### src/source/pipe_front_cfg.svh
`ifndef PIPE_FRONT_CFG_SVH
`define PIPE_FRONT_CFG_SVH

// Fetch side
`define ADDR_W 32
`define INSTR_W 32
`define LINE_WORDS 8
`define LINE_W 256

// Split of a fetch address into line base and word offset
`define OFFSET_W 3
`define BASE_W 29

// Forwarding side
`define TAG_W 4
`define DATA_W 64

// Execute, write-back, write-back-past
`define HIST_DEPTH 3

`endif
### src/source/pipe_front_pkg.sv
`default_nettype none

`include "pipe_front_cfg.svh"

package pipe_front_pkg;

	// Single-line cache controller states
	typedef enum logic
	{
		ST_IDLE,
		ST_WAIT_MEM
	} icache_state_t;

	// One slot of the recent result history
	typedef struct packed
	{
		logic valid;
		logic [`TAG_W-1:0] tag;
		logic [`DATA_W-1:0] data;
	} fwd_entry_t;

	// Where an operand port takes its data from, highest priority first
	typedef enum logic [2:0]
	{
		FWD_EXEC,
		FWD_WB,
		FWD_WB_PAST,
		FWD_FILE,
		FWD_ZERO
	} fwd_src_t;

endpackage

`default_nettype wire

### src/source/pipe_front_ifs.sv
`default_nettype none

`include "pipe_front_cfg.svh"

// Between the cache controller and the line storage
interface icache_line_if;

	logic fill;
	logic [`BASE_W-1:0] fill_base;
	logic [`LINE_W-1:0] fill_data;
	logic [`BASE_W-1:0] lookup_base;
	logic hit;
	logic [`OFFSET_W-1:0] word_offset;
	logic word_from_fill;
	logic [`INSTR_W-1:0] word;

	modport ctrl
	(
		output fill, fill_base, fill_data, lookup_base, word_offset, word_from_fill,
		input hit, word
	);

	modport store
	(
		input fill, fill_base, fill_data, lookup_base, word_offset, word_from_fill,
		output hit, word
	);

endinterface

// Recent results, index 0 is the youngest
interface fwd_history_if;

	import pipe_front_pkg::*;

	fwd_entry_t entries [`HIST_DEPTH];

	modport source
	(
		output entries
	);

	modport sink
	(
		input entries
	);

endinterface

`default_nettype wire

### src/source/pipe_front.sv
`default_nettype none

`include "pipe_front_cfg.svh"

module pipe_front
(
	input logic clk,
	input logic rst,

	// Instruction fetch
	input logic fetch_req,
	input logic [`ADDR_W-1:0] fetch_addr,
	output logic instr_valid,
	output logic [`INSTR_W-1:0] instr,

	// Line refill from memory
	output logic mem_req,
	output logic [`ADDR_W-1:0] mem_addr,
	input logic mem_valid,
	input logic [`LINE_W-1:0] mem_data,

	// Results leaving execute
	input logic res_valid,
	input logic [`TAG_W-1:0] res_tag,
	input logic [`DATA_W-1:0] res_data,

	// Operand reads
	input logic [`TAG_W-1:0] rd_tag_a,
	input logic [`TAG_W-1:0] rd_tag_b,
	input logic [`TAG_W-1:0] rd_tag_c,
	input logic [`DATA_W-1:0] file_data_a,
	input logic [`DATA_W-1:0] file_data_b,
	input logic [`DATA_W-1:0] file_data_c,
	output logic [`DATA_W-1:0] opnd_a,
	output logic [`DATA_W-1:0] opnd_b,
	output logic [`DATA_W-1:0] opnd_c
);

	icache_line_if line_bus();
	fwd_history_if hist_bus();

	icache_ctrl icache_ctrl_i
	(
		.clk(clk),
		.rst(rst),
		.fetch_req(fetch_req),
		.fetch_addr(fetch_addr),
		.instr_valid(instr_valid),
		.instr(instr),
		.mem_req(mem_req),
		.mem_addr(mem_addr),
		.mem_valid(mem_valid),
		.mem_data(mem_data),
		.line_bus(line_bus.ctrl)
	);

	icache_line_store icache_line_store_i
	(
		.clk(clk),
		.rst(rst),
		.line_bus(line_bus.store)
	);

	result_history result_history_i
	(
		.clk(clk),
		.rst(rst),
		.res_valid(res_valid),
		.res_tag(res_tag),
		.res_data(res_data),
		.hist(hist_bus.source)
	);

	// One selector per operand port, all reading the same history
	operand_forward fwd_a_i
	(
		.hist(hist_bus.sink),
		.rd_tag(rd_tag_a),
		.file_data(file_data_a),
		.opnd(opnd_a)
	);

	operand_forward fwd_b_i
	(
		.hist(hist_bus.sink),
		.rd_tag(rd_tag_b),
		.file_data(file_data_b),
		.opnd(opnd_b)
	);

	operand_forward fwd_c_i
	(
		.hist(hist_bus.sink),
		.rd_tag(rd_tag_c),
		.file_data(file_data_c),
		.opnd(opnd_c)
	);

endmodule

`default_nettype wire

### src/source/operand_forward.sv
`default_nettype none

`include "pipe_front_cfg.svh"

module operand_forward
(
	fwd_history_if.sink hist,

	input logic [`TAG_W-1:0] rd_tag,
	input logic [`DATA_W-1:0] file_data,
	output logic [`DATA_W-1:0] opnd
);

	import pipe_front_pkg::*;

	logic [`HIST_DEPTH-1:0] match;
	fwd_src_t src;

	for (genvar i = 0; i < `HIST_DEPTH; i++)
	begin : g_match
		assign match[i] = hist.entries[i].valid && (hist.entries[i].tag == rd_tag);
	end

	// Youngest match wins, tag 0 never forwards
	always_comb
	begin
		src = FWD_ZERO;
		if (rd_tag != '0)
		begin
			if (match[0])
				src = FWD_EXEC;
			else if (match[1])
				src = FWD_WB;
			else if (match[2])
				src = FWD_WB_PAST;
			else
				src = FWD_FILE;
		end
	end

	always_comb
	begin
		case (src)
			FWD_EXEC:
				opnd = hist.entries[0].data;
			FWD_WB:
				opnd = hist.entries[1].data;
			FWD_WB_PAST:
				opnd = hist.entries[2].data;
			FWD_FILE:
				opnd = file_data;
			default:
				opnd = '0;
		endcase
	end

endmodule

`default_nettype wire

### src/source/result_history.sv
`default_nettype none

`include "pipe_front_cfg.svh"

module result_history
(
	input logic clk,
	input logic rst,

	input logic res_valid,
	input logic [`TAG_W-1:0] res_tag,
	input logic [`DATA_W-1:0] res_data,

	fwd_history_if.source hist
);

	import pipe_front_pkg::*;

	fwd_entry_t hist_q [`HIST_DEPTH];

	// Youngest result in slot 0, older ones move down
	always_ff @(posedge clk)
	begin
		if (rst)
		begin
			for (int i = 0; i < `HIST_DEPTH; i++)
				hist_q[i].valid <= 1'b0;
		end
		else if (res_valid)
		begin
			hist_q[0] <= '{valid: 1'b1, tag: res_tag, data: res_data};
			for (int i = 1; i < `HIST_DEPTH; i++)
				hist_q[i] <= hist_q[i-1];
		end
	end

	assign hist.entries = hist_q;

endmodule

`default_nettype wire

### src/source/icache_line_store.sv
`default_nettype none

`include "pipe_front_cfg.svh"

module icache_line_store
(
	input logic clk,
	input logic rst,

	icache_line_if.store line_bus
);

	logic line_init;
	logic [`BASE_W-1:0] line_base;
	logic [`LINE_W-1:0] line_data;

	logic [`LINE_WORDS-1:0][`INSTR_W-1:0] src_words;

	// Nothing is held until the first refill
	always_ff @(posedge clk)
	begin
		if (rst)
			line_init <= 1'b0;
		else if (line_bus.fill)
			line_init <= 1'b1;
	end

	always_ff @(posedge clk)
	begin
		if (line_bus.fill)
		begin
			line_base <= line_bus.fill_base;
			line_data <= line_bus.fill_data;
		end
	end

	assign line_bus.hit = line_init && (line_base == line_bus.lookup_base);

	// Refill data bypasses the stored line
	assign src_words = line_bus.word_from_fill ? line_bus.fill_data : line_data;
	assign line_bus.word = src_words[line_bus.word_offset];

endmodule

`default_nettype wire

### src/source/icache_ctrl.sv
`default_nettype none

`include "pipe_front_cfg.svh"

module icache_ctrl
(
	input logic clk,
	input logic rst,

	input logic fetch_req,
	input logic [`ADDR_W-1:0] fetch_addr,
	output logic instr_valid,
	output logic [`INSTR_W-1:0] instr,

	output logic mem_req,
	output logic [`ADDR_W-1:0] mem_addr,
	input logic mem_valid,
	input logic [`LINE_W-1:0] mem_data,

	icache_line_if.ctrl line_bus
);

	import pipe_front_pkg::*;

	icache_state_t state;

	logic accept;
	logic waiting;
	logic fill;
	logic [`BASE_W-1:0] miss_base;
	logic [`OFFSET_W-1:0] miss_offset;

	// Requests are only taken while no refill is outstanding
	assign accept = (state == ST_IDLE) && fetch_req;
	assign waiting = (state == ST_WAIT_MEM);
	assign fill = waiting && mem_valid;

	// mem_addr keeps the missed request until the line comes back
	assign miss_base = mem_addr[`ADDR_W-1:`OFFSET_W];
	assign miss_offset = mem_addr[`OFFSET_W-1:0];

	assign line_bus.lookup_base = fetch_addr[`ADDR_W-1:`OFFSET_W];
	assign line_bus.fill = fill;
	assign line_bus.fill_base = miss_base;
	assign line_bus.fill_data = mem_data;
	assign line_bus.word_from_fill = waiting;
	assign line_bus.word_offset = waiting ? miss_offset : fetch_addr[`OFFSET_W-1:0];

	always_ff @(posedge clk)
	begin
		if (rst)
		begin
			state <= ST_IDLE;
			mem_req <= 1'b0;
			instr_valid <= 1'b0;
		end
		else
		begin
			mem_req <= 1'b0;
			instr_valid <= 1'b0;

			case (state)
				ST_IDLE:
				begin
					if (fetch_req)
					begin
						if (line_bus.hit)
						begin
							instr_valid <= 1'b1;
						end
						else
						begin
							mem_req <= 1'b1;
							state <= ST_WAIT_MEM;
						end
					end
				end

				ST_WAIT_MEM:
				begin
					// Fetch requests are dropped here
					if (mem_valid)
					begin
						instr_valid <= 1'b1;
						state <= ST_IDLE;
					end
				end

				default:
				begin
					state <= ST_IDLE;
				end
			endcase
		end
	end

	// Instruction word and refill address
	always_ff @(posedge clk)
	begin
		if (accept && line_bus.hit)
			instr <= line_bus.word;
		else if (accept)
			mem_addr <= fetch_addr;
		else if (fill)
			instr <= line_bus.word;
	end

endmodule

`default_nettype wire

### config.mk
export PLATFORM = sky130hd
export DESIGN_NAME = pipe_front
export DESIGN_NICKNAME = d
export VERILOG_FILES = /design/src/source/pipe_front_pkg.sv /design/src/source/pipe_front_ifs.sv /design/src/source/pipe_front.sv /design/src/source/operand_forward.sv /design/src/source/result_history.sv /design/src/source/icache_line_store.sv /design/src/source/icache_ctrl.sv
export VERILOG_INCLUDE_DIRS = /design/src /design/src/source
export SDC_FILE = /design/constraint.sdc
export NUM_CORES = 1
export LEC_CHECK = 0
export BUFFER_PORTS_ARGS = -buffer_cell sky130_fd_sc_hd__buf_2
export CELL_PAD_IN_SITES_DETAIL_PLACEMENT = 1
export CELL_PAD_IN_SITES_GLOBAL_PLACEMENT = 1
export CORE_AREA = 2 2 320 322
export CTS_CLUSTER_DIAMETER = 100
export DETAILED_ROUTE_END_ITERATION = 10
export DIE_AREA = 0 0 322 324
export GPL_TIMING_DRIVEN = 0
export PLACE_DENSITY_LB_ADDON = 0.1
export SLEW_MARGIN = 20
export SYNTH_ARGS = -nofsm -noshare
export SYNTH_HDL_FRONTEND = slang
export SYNTH_SLANG_ARGS = --single-unit
### constraint.sdc
create_clock -name clk -period 19 [get_ports clk]
set_input_delay 0.95 -clock clk [delete_from_list [all_inputs] [get_ports clk]]
set_output_delay 0.95 -clock clk [all_outputs]
set_load 0.01 [all_outputs]
==> key figures, run 1 <==
Timing
  • Period utilization: 28.1%
  • Slew Limit Headroom: 22.0%
  • Fin Setup TNS: 0 ps
  • Final Setup Violations: 0
  • Worst Tran Pin Value: 1160 ps
  • Tmin final: 5330 ps
  • RSZ-0062 raised after global routing: no
  • Clock skew: 18.7 ps
  • Max Fclk: 188 MHz
  • Endpoints failing hold: 0
  • Final Slew Violations: 0

Global routing
  • Total GRT Usage: 26.4%
  • Largest net degree at the start of global routing: 99
  • First-pass GRT wire length: 195,000 um
  • Grt ovf: 0
  • Initial antenna violation count: 91
  • Vias in the first global route: 25,118

CTS
  • Hold_buf cts: 0
  • CTS H-Tree Depth: 3
  • Root buffer cell: clkbuf_16
  • TritonCTS Buffers: 73
  • Worst-skew pair later-pin latency: 630 ps
  • Post-CTS Setup Bufs: 0
  • Clk slew on worst S/H paths: 60 ps
  • CTS tree: yes
  • Clock sink count: 560
  • CTS max path bufs: 3
  • Post-cts repair resize count: 0

Layout
  • Net count, final: 3,610
  • Layout area overhead: 31.7%
  • Commonest non-fill, non-tap cell in the layout: buf_2
  • Fillers: 11,209
  • Layout cells sized above 1: 33.4%
  • Fin util: 35.7%
  • Highest-count cells in the layout ignoring fill and taps: buf_2 (860), edfxtp_1 (553), a21oi_1 (239)

Die
  • I/O pin cnt: 823
  • CORE AREA: 101,000 sq um
  • Die X: 322 um
  • Die Y: 324 um
  • Effective utilization at floorplan: 27.1%
  • Row Count: 117
  • Die area: 104,000 sq um

Drt
  • Highest Signal Layer: met5
  • Length of routed met3 wiring: 13,300 um
  • Detail Route Antenna Nets: 0
  • Drt pass-1 iters: 6
  • Vias: 24,243
  • Iteration-0 DRC Markers: 2,256
  • Routed wl met2: 70,500 um
  • Vias/cell: 5.44
  • WL met1: 53,500 um
  • Routed wire length per instance: 32.0 um
  • DRC errors left: 0
  • Detailed Route WL: 143,000 um

Setup path
  • Critical path arrival: 4380 ps
  • Reg-to-Reg Start: icache_ctrl_i.line_bus.word_from_fill
  • Worst reg-to-reg setup slack: 14,130 ps
  • Crit path required time: 18,050 ps
  • R2R depth: 7
  • Capture point of the worst reg-to-reg path: icache_line_store_i.line_data[140]
  • CP Class: flip-flop to output pin
  • Crit path capture type: output pin
  • Worst-path maximum fanout: 10
  • Startpoint types: flip-flop

Min path
  • Hold Path Depth: 0
  • Hold Crit Class: flip-flop to flip-flop
  • Hold Path Origin: icache_ctrl_i.mem_addr[10]
  • Hold-critical path endpoint: icache_line_store_i.line_base[7]

Logic synthesis
  • Sequential area share after synthesis: 61.1%
  • Number of distinct library cells after synthesis: 31
  • Ys Warns: 0
  • Top cell type's share of synthesized area: 60.6%
  • Ranking of synthesized cells by area: edfxtp_1 (61%), mux2i_1 (7.2%), a21oi_1 (4.4%)
  • Synthesized area: 27,400 sq um
  • Post-synth EDFFs: 553
  • Syn Inst Count: 2,132
  • Synth Net Count: 2,697
  • Main synth FF type: edfxtp_1
  • Synthesized flop and latch total: 560
  • Post-synthesis area per instance: 12.9 sq um
  • Asr flop ratio synth: 0%
  • Post-synth top area cell: edfxtp_1

Flow run
  • MaxCap Viol Count: 0

Power and ir drop
  • Pwr Density: 91.9 nW/um^2
  • Pleak: 13.5 nW
  • Peak VDD IR: 0.0665 mV

Placed design
  • Final Wtd Congestion: 0.942
  • Buffers added on ports: 822
  • Detailed-placement wirelength estimate: 111,000 um

Status
  • Outcome: finished, final reports clean
-- cell families (layout without fill, tap and decap cells) --
kind of cell    after synthesis  count (layout)  synth area share [%]
flops                       560             560                  61.1
buf+inv                     198            1167                  2.88
xor+xnor                     65              65                  2.08
simple gates                409             409                  7.29
compound gates              664             664                  16.5
mux                         236             236                  10.1
other cells                   0              45                     0
-- worst max-delay path, stage by stage (launching register included) --
cell      delay [ps]
edfxtp_1         480
xor2_1           180
nor4_1           670
clkbuf_1         720
clkbuf_1         610
a221oi_1         220
o22ai_1          610
buf_2            260
-- final cells by class --
class	instances	area (sq um)	share of cell area, %
antenna	45	113	0.312
timing repair buffer	838	4500	12.5
tap	1309	1640	4.54
sequential	560	16700	46.4
multi-input combinational	1374	9910	27.5
buffer	188	754	2.09
inverter	10	45.0	0.125
clock buffer	90	1950	5.41
clock inverter	41	448	1.24
-- routing by layer --
metal | track usage [%] | vias up
met5 | 0 | -
met4 | 8.97 | 60
met3 | 8.21 | 298
met2 | 45.3 | 1173
met1 | 31.2 | 12300
li1 | - | 10412
-- registers in the layout, indices dropped and copies added, names as in the netlist --
signal / count
icache_ctrl_i.line_bus.word_from_fill: 1
result_history_i.hist.entries: 207
icache_line_store_i.line_init: 1
icache_ctrl_i.mem_addr: 32
icache_ctrl_i.mem_req: 1
icache_line_store_i.line_data: 256
icache_ctrl_i.instr_valid: 1
icache_line_store_i.line_base: 29
icache_ctrl_i.instr: 32
-- synth_stat cells, types with 2 or more instances --
master / count
edfxtp_1: 553
a21oi_1: 239
mux2i_1: 196
nand2_1: 187
a211oi_1: 128
clkbuf_1: 127
nand3_1: 111
a221o_1: 106
o21ai_0: 87
a221oi_1: 78
nor2b_1: 67
xor2_1: 39
buf_2: 36
mux4_2: 32
xnor2_1: 26
buf_1: 25
o2bb2ai_1: 14
o22ai_1: 12
inv_1: 10
nor2_1: 10
mux2_2: 8
dfxtp_1: 7
nor4_1: 7
nand4_1: 5
nor3_1: 5
and3_1: 4
nor4_4: 4
nand2b_1: 3
or4_1: 3
nor3_2: 2
-- worst max path at each step --
stage | cells after the start | from | end
final | 7 | result_history_i.hist.entries[135] | opnd_c[33]
after global routing | 7 | result_history_i.hist.entries[135] | opnd_c[33]
after CTS | 7 | result_history_i.hist.entries[135] | opnd_c[33]
after detailed placement | 8 | rd_tag_c[2] | opnd_c[33]
after global placement | 2 | rst | result_history_i.hist.entries[160]
after floorplan | 1 | rst | result_history_i.hist.entries[0]
-- power by group --
| part | total [mW] | switching, mW | internal (mW) |
|---|---|---|---|
| Clock | 1.43 | 0.581 | 0.853 |
| Sequential | 1.45 | 0.0312 | 1.42 |
| Combinational | 0.432 | 0.260 | 0.172 |
| Total | 3.32 | 0.872 | 2.44 |
-- through the flow --
| step | hold WS [ps] | setup WS (ps) | cells | power, mW | area, sq um |
|---|---|---|---|---|---|
| 2_1_floorplan | 432 | 8220 | 2132 | 1.68 | 27400 |
| 3_3_place_gp | 430 | 2540 | 4263 | 1.91 | 33200 |
| 3_5_place_dp | 436 | 13720 | 4279 | 1.91 | 33600 |
| 4_1_cts | 436 | 13610 | 4410 | 3.36 | 36000 |
| 5_1_grt | 455 | 13530 | 4435 | 3.43 | 36100 |
| 6_report | 449 | 13670 | 4455 | 3.32 | 36100 |
Note: power is estimated with default switching activity, not from simulation.
==> inputs of run 2 (changes only) <==
--- a/config.mk
+++ b/config.mk
@@ -6,13 +6,14 @@
 export SDC_FILE = /design/constraint.sdc
 export NUM_CORES = 1
 export LEC_CHECK = 0
+export ABC_AREA = 1
 export BUFFER_PORTS_ARGS = -buffer_cell sky130_fd_sc_hd__buf_2
 export CELL_PAD_IN_SITES_DETAIL_PLACEMENT = 1
 export CELL_PAD_IN_SITES_GLOBAL_PLACEMENT = 1
-export CORE_AREA = 2 2 320 322
+export CORE_AREA = 2 2 325 327
 export CTS_CLUSTER_DIAMETER = 100
 export DETAILED_ROUTE_END_ITERATION = 10
-export DIE_AREA = 0 0 322 324
+export DIE_AREA = 0 0 327 329
 export GPL_TIMING_DRIVEN = 0
 export PLACE_DENSITY_LB_ADDON = 0.1
 export SLEW_MARGIN = 20
==> constraint.sdc (replaced) <==
create_clock -name clk -period 5 [get_ports clk]
set_input_delay 0.25 -clock clk [delete_from_list [all_inputs] [get_ports clk]]
set_output_delay 0.25 -clock clk [all_outputs]
set_load 0.01 [all_outputs]
==> key figures, run 2 <==
Power and ir drop
  • Pwr Density: 314 nW/um^2 (+240%)
  • Switching power total: 3.99 mW (+360%)
  • Combinational Power Share: 19.8% (+6.8 points)
  • Pleak: 19.3 nW (+43%)
  • Flop pwr share: 41.6% (-2.1 points)
  • P_int: 9.30 mW (+280%)
  • Peak VDD IR: 0.209 mV (+220%)
  • Sw frac: 30.0% (+3.7 points)
  • Clk pwr share: 38.6% (-4.7 points)

Logic synthesis
  • Compound-cell area share of the yosys netlist: 1.67% (-15 points)
  • Ranking of synthesized cells by area: edfxtp_1 (55%), nand2_1 (17%), nand3_1 (12%)
  • Top cell type's share of synthesized area: 55.5% (-5.1 points)
  • Sequential area share after synthesis: 55.9% (-5.2 points)
  • Commonest cells in the netlist: nand2_1 (1,378), nand3_1 (734), edfxtp_1 (553)
  • Asr flop ratio synth: 0% (unchanged)
  • Syn Inst Count: 3,613 (+69%)
  • Post-synthesis mux area share: 0% (-10 points)
  • Most common cell in the netlist: nand2_1
  • Largest family of logic cells by synthesized area: simple AND/OR/NAND/NOR gates
  • Post-synth top area cell: edfxtp_1
  • Adder-cell share of the synthesized area: 0% (unchanged)
  • Post-synthesis area per instance: 8.29 sq um (-36%)
  • Post-Synth XOR/XNOR Area: 0.293% (-1.8 points)
  • Synthesized flop and latch total: 560 (unchanged)
  • Main synth FF type: edfxtp_1
  • Ys Warns: 0 (unchanged)
  • Synth Net Count: 4,178 (+55%)
  • Number of distinct library cells after synthesis: 30 (-3.2%)
  • Post-Synth Simple-Gate Area: 34.3% (+27 points)
  • Post-synth EDFFs: 553 (unchanged)
  • Synthesized area: 29,900 sq um (+9.2%)

Global routing
  • Grt ovf: 0 (unchanged)
  • Initial antenna violation count: 57 (-37%)
  • First-pass GRT wire length: 234,000 um (+20%)
  • Total GRT Usage: 30.0% (+3.7 points)
  • Vias in the first global route: 32,669 (+30%)
  • Largest net degree at the start of global routing: 32 (-68%)

Timing
  • Final Setup Violations: 0 (unchanged)
  • RSZ-0062 raised after global routing: no
  • Endpoints failing hold: 0 (unchanged)
  • Final worst slack: 1040 ps (-12,630 ps)
  • Max Fclk: 253 MHz
  • Clock skew: 17.1 ps (-1.64 ps)
  • Slew Limit Headroom: 29.0% (+7.0 points)
  • Worst Tran Pin Value: 1070 ps (-96.0 ps)
  • Final Slew Violations: 0 (unchanged)
  • Period utilization: 79.1%
  • Tmin final: 3960 ps

Drt
  • Routed wire length per instance: 26.0 um (-19%)
  • Vias/cell: 4.93 (-9.5%)
  • Detail Route Antenna Nets: 0 (unchanged)
  • Drt pass-1 iters: 6 (unchanged)
  • Detailed Route WL: 165,000 um (+16%)
  • Iteration-0 DRC Markers: 2,165 (-4.0%)
  • DRC errors left: 0 (unchanged)
  • Vias: 31,333 (+29%)

Setup path
  • Crit path capture type: output pin
  • Crit. Startpoint: result_history_i.hist.entries[205]
  • Cell mode on critical path: nor2_1
  • Reg-to-Reg Start: icache_ctrl_i.line_bus.word_from_fill
  • Biggest cell delay along the critical path: 850 ps (+130 ps)
  • Worst Path Buf+Inv: 2 (-1)
  • Worst path top cell family by delay: simple AND/OR/NAND/NOR gates
  • Crit path required time: 4750 ps (-13,300 ps)
  • Slowest-stage cell, CP: clkbuf_1
  • Startpoint types: flip-flop
  • Crit-path cells: nor2_1 > nor2_1 > nand3_4 > nand2_2 > nor2_4 > clkbuf_1 > nand2_1 > nand3_1 > buf_2
  • Critical path arrival: 3710 ps (-670 ps)
  • Worst-path maximum fanout: 10 (unchanged)
  • CP Class: flip-flop to output pin

Status
  • Outcome: finished, final reports clean

Placed design
  • Buffers added on ports: 822 (unchanged)
  • Final Wtd Congestion: 0.924 (-2.0%)
  • Detailed-placement wirelength estimate: 128,000 um (+16%)
  • Setup slack at placement: 1650 ps (-12,070 ps)

CTS
  • CTS max path bufs: 3 (unchanged)
  • Clock sink count: 560 (unchanged)
  • Worst-skew pair later-pin latency: 640 ps (about the same)
  • Post-cts repair resize count: 0 (unchanged)
  • CTS H-Tree Depth: 3 (unchanged)
  • Root buffer cell: clkbuf_16
  • TritonCTS Buffers: 72 (-1.4%)
  • CTS tree: yes
  • Clk slew on worst S/H paths: 50 ps (about the same)

Flow run
  • MaxCap Viol Count: 0 (unchanged)

Die
  • Die area: 108,000 sq um (+3.1%)
  • Die X: 327 um (+1.6%)
  • I/O pin cnt: 823 (unchanged)
  • Effective utilization at floorplan: 28.7% (+1.6 points)
  • Die Y: 329 um (+1.5%)
  • Row Count: 119 (+1.7%)
  • CORE AREA: 104,000 sq um (+3.3%)

Min path
  • Hold Crit Class: input port to flip-flop
  • Hold Path Origin: res_tag[0]

Layout
  • Max reg flops: 256 (unchanged)
  • Highest-count cells in the layout ignoring fill and taps: nand2_1 (1,376), buf_2 (908), nand3_1 (734)
  • Layout cells sized above 1: 22.0% (-11 points)
  • Commonest non-fill, non-tap cell in the layout: nand2_1
  • Fin util: 40.5% (+4.7 points)
  • Layout area overhead: 41.1%
  • Reg with most FFs: icache_line_store_i.line_data
  • Net count, final: 5,457 (+51%)
  • Fillers: 12,684 (+13%)
==> run 2: cell count changes after synthesis, moves of 67 or more <==
cell / change
nand4_1: +112
a221o_1: -106
nor2b_1: -67
nand2_1: +1191
mux2i_1: -196
a211oi_1: -128
a21oi_1: -148
o21ai_0: -81
a221oi_1: -78
nor2_1: +117
nand3_1: +623
inv_1: +321
==> run 2: power groups by stage <==
stage	Combinational [mW]	Sequential [mW]	Clock (mW)
4_1_cts	2.65	5.53	5.23
2_1_floorplan	1.10	5.63	0
5_1_grt	2.85	5.55	5.38
3_5_place_dp	2.39	5.62	0
6_report	2.63	5.53	5.12
3_3_place_gp	2.32	5.67	0
==> run 2: layout make-up <==
type,count,area [sq um],share of cell area [%]
Tap cell,1391,1740,4.12
Inverter,346,1300,3.08
Buffer,221,1080,2.55
Multi-Input combinational cell,2486,10900,25.7
Sequential cell,560,16700,39.6
Antenna cell,32,80.1,0.190
Clock inverter,26,238,0.563
Timing Repair Buffer,1205,8230,19.5
Clock buffer,93,1970,4.65
==> run 2: logic make-up (layout without fill, tap and decap cells) <==
family	Yosys count	after routing
buf+inv	567	1891
simple gates	2377	2377
xor+xnor	10	10
flops	560	560
other cells	0	32
compound gates	99	99
==> run 2: through the flow <==
stage | total power [mW] | hold slack [ps] | std cells | setup TNS (ps) | instance area, sq um
3_3_place_gp | 7.99 | 426 | 5826 | -1143170 | 35800
4_1_cts | 13.4 | 260 | 6328 | 0 | 42200
2_1_floorplan | 6.73 | 319 | 3613 | -128420 | 30000
5_1_grt | 13.8 | 310 | 6352 | 0 | 42200
6_report | 13.3 | 320 | 6360 | 0 | 42200
3_5_place_dp | 8.02 | 429 | 5849 | 0 | 36400
==> run 2: what timing repair did <==
action	CTS	global route
hold endpoints to repair	363	0
endpoints found under the setup margin	0	0
hold buffers	360	0
setup buffers	0	0
==> run 2: metal layers <==
layer  share of wire, %  track usage [%]  vias up
li1                   -                -    14611
met1                 38             34.2    15264
met2                 51             54.1     1128
met3                7.2             7.09      286
met4                3.9             11.9       44
met5               0.17                0        -
==> run 2: path summary, 6_finish.rpt <==
check | end | slack, ps | cells after the start
setup reg to reg | icache_ctrl_i.instr[26] | 2050 | 9
hold reg to reg | icache_line_store_i.line_base[9] | 440 | 0
hold / removal | result_history_i.hist.entries[202] | 320 | 2
setup / recovery | opnd_c[3] | 1040 | 9
==> run 2: worst register-to-register path: cells and delay by family, from the launching register on <==
| kind | cells | cell delay, ps |
|---|---|---|
| flip-flops | 1 | 320 |
| AND/OR/NAND/NOR | 6 | 960 |
| buffers and inverters | 3 | 1530 |
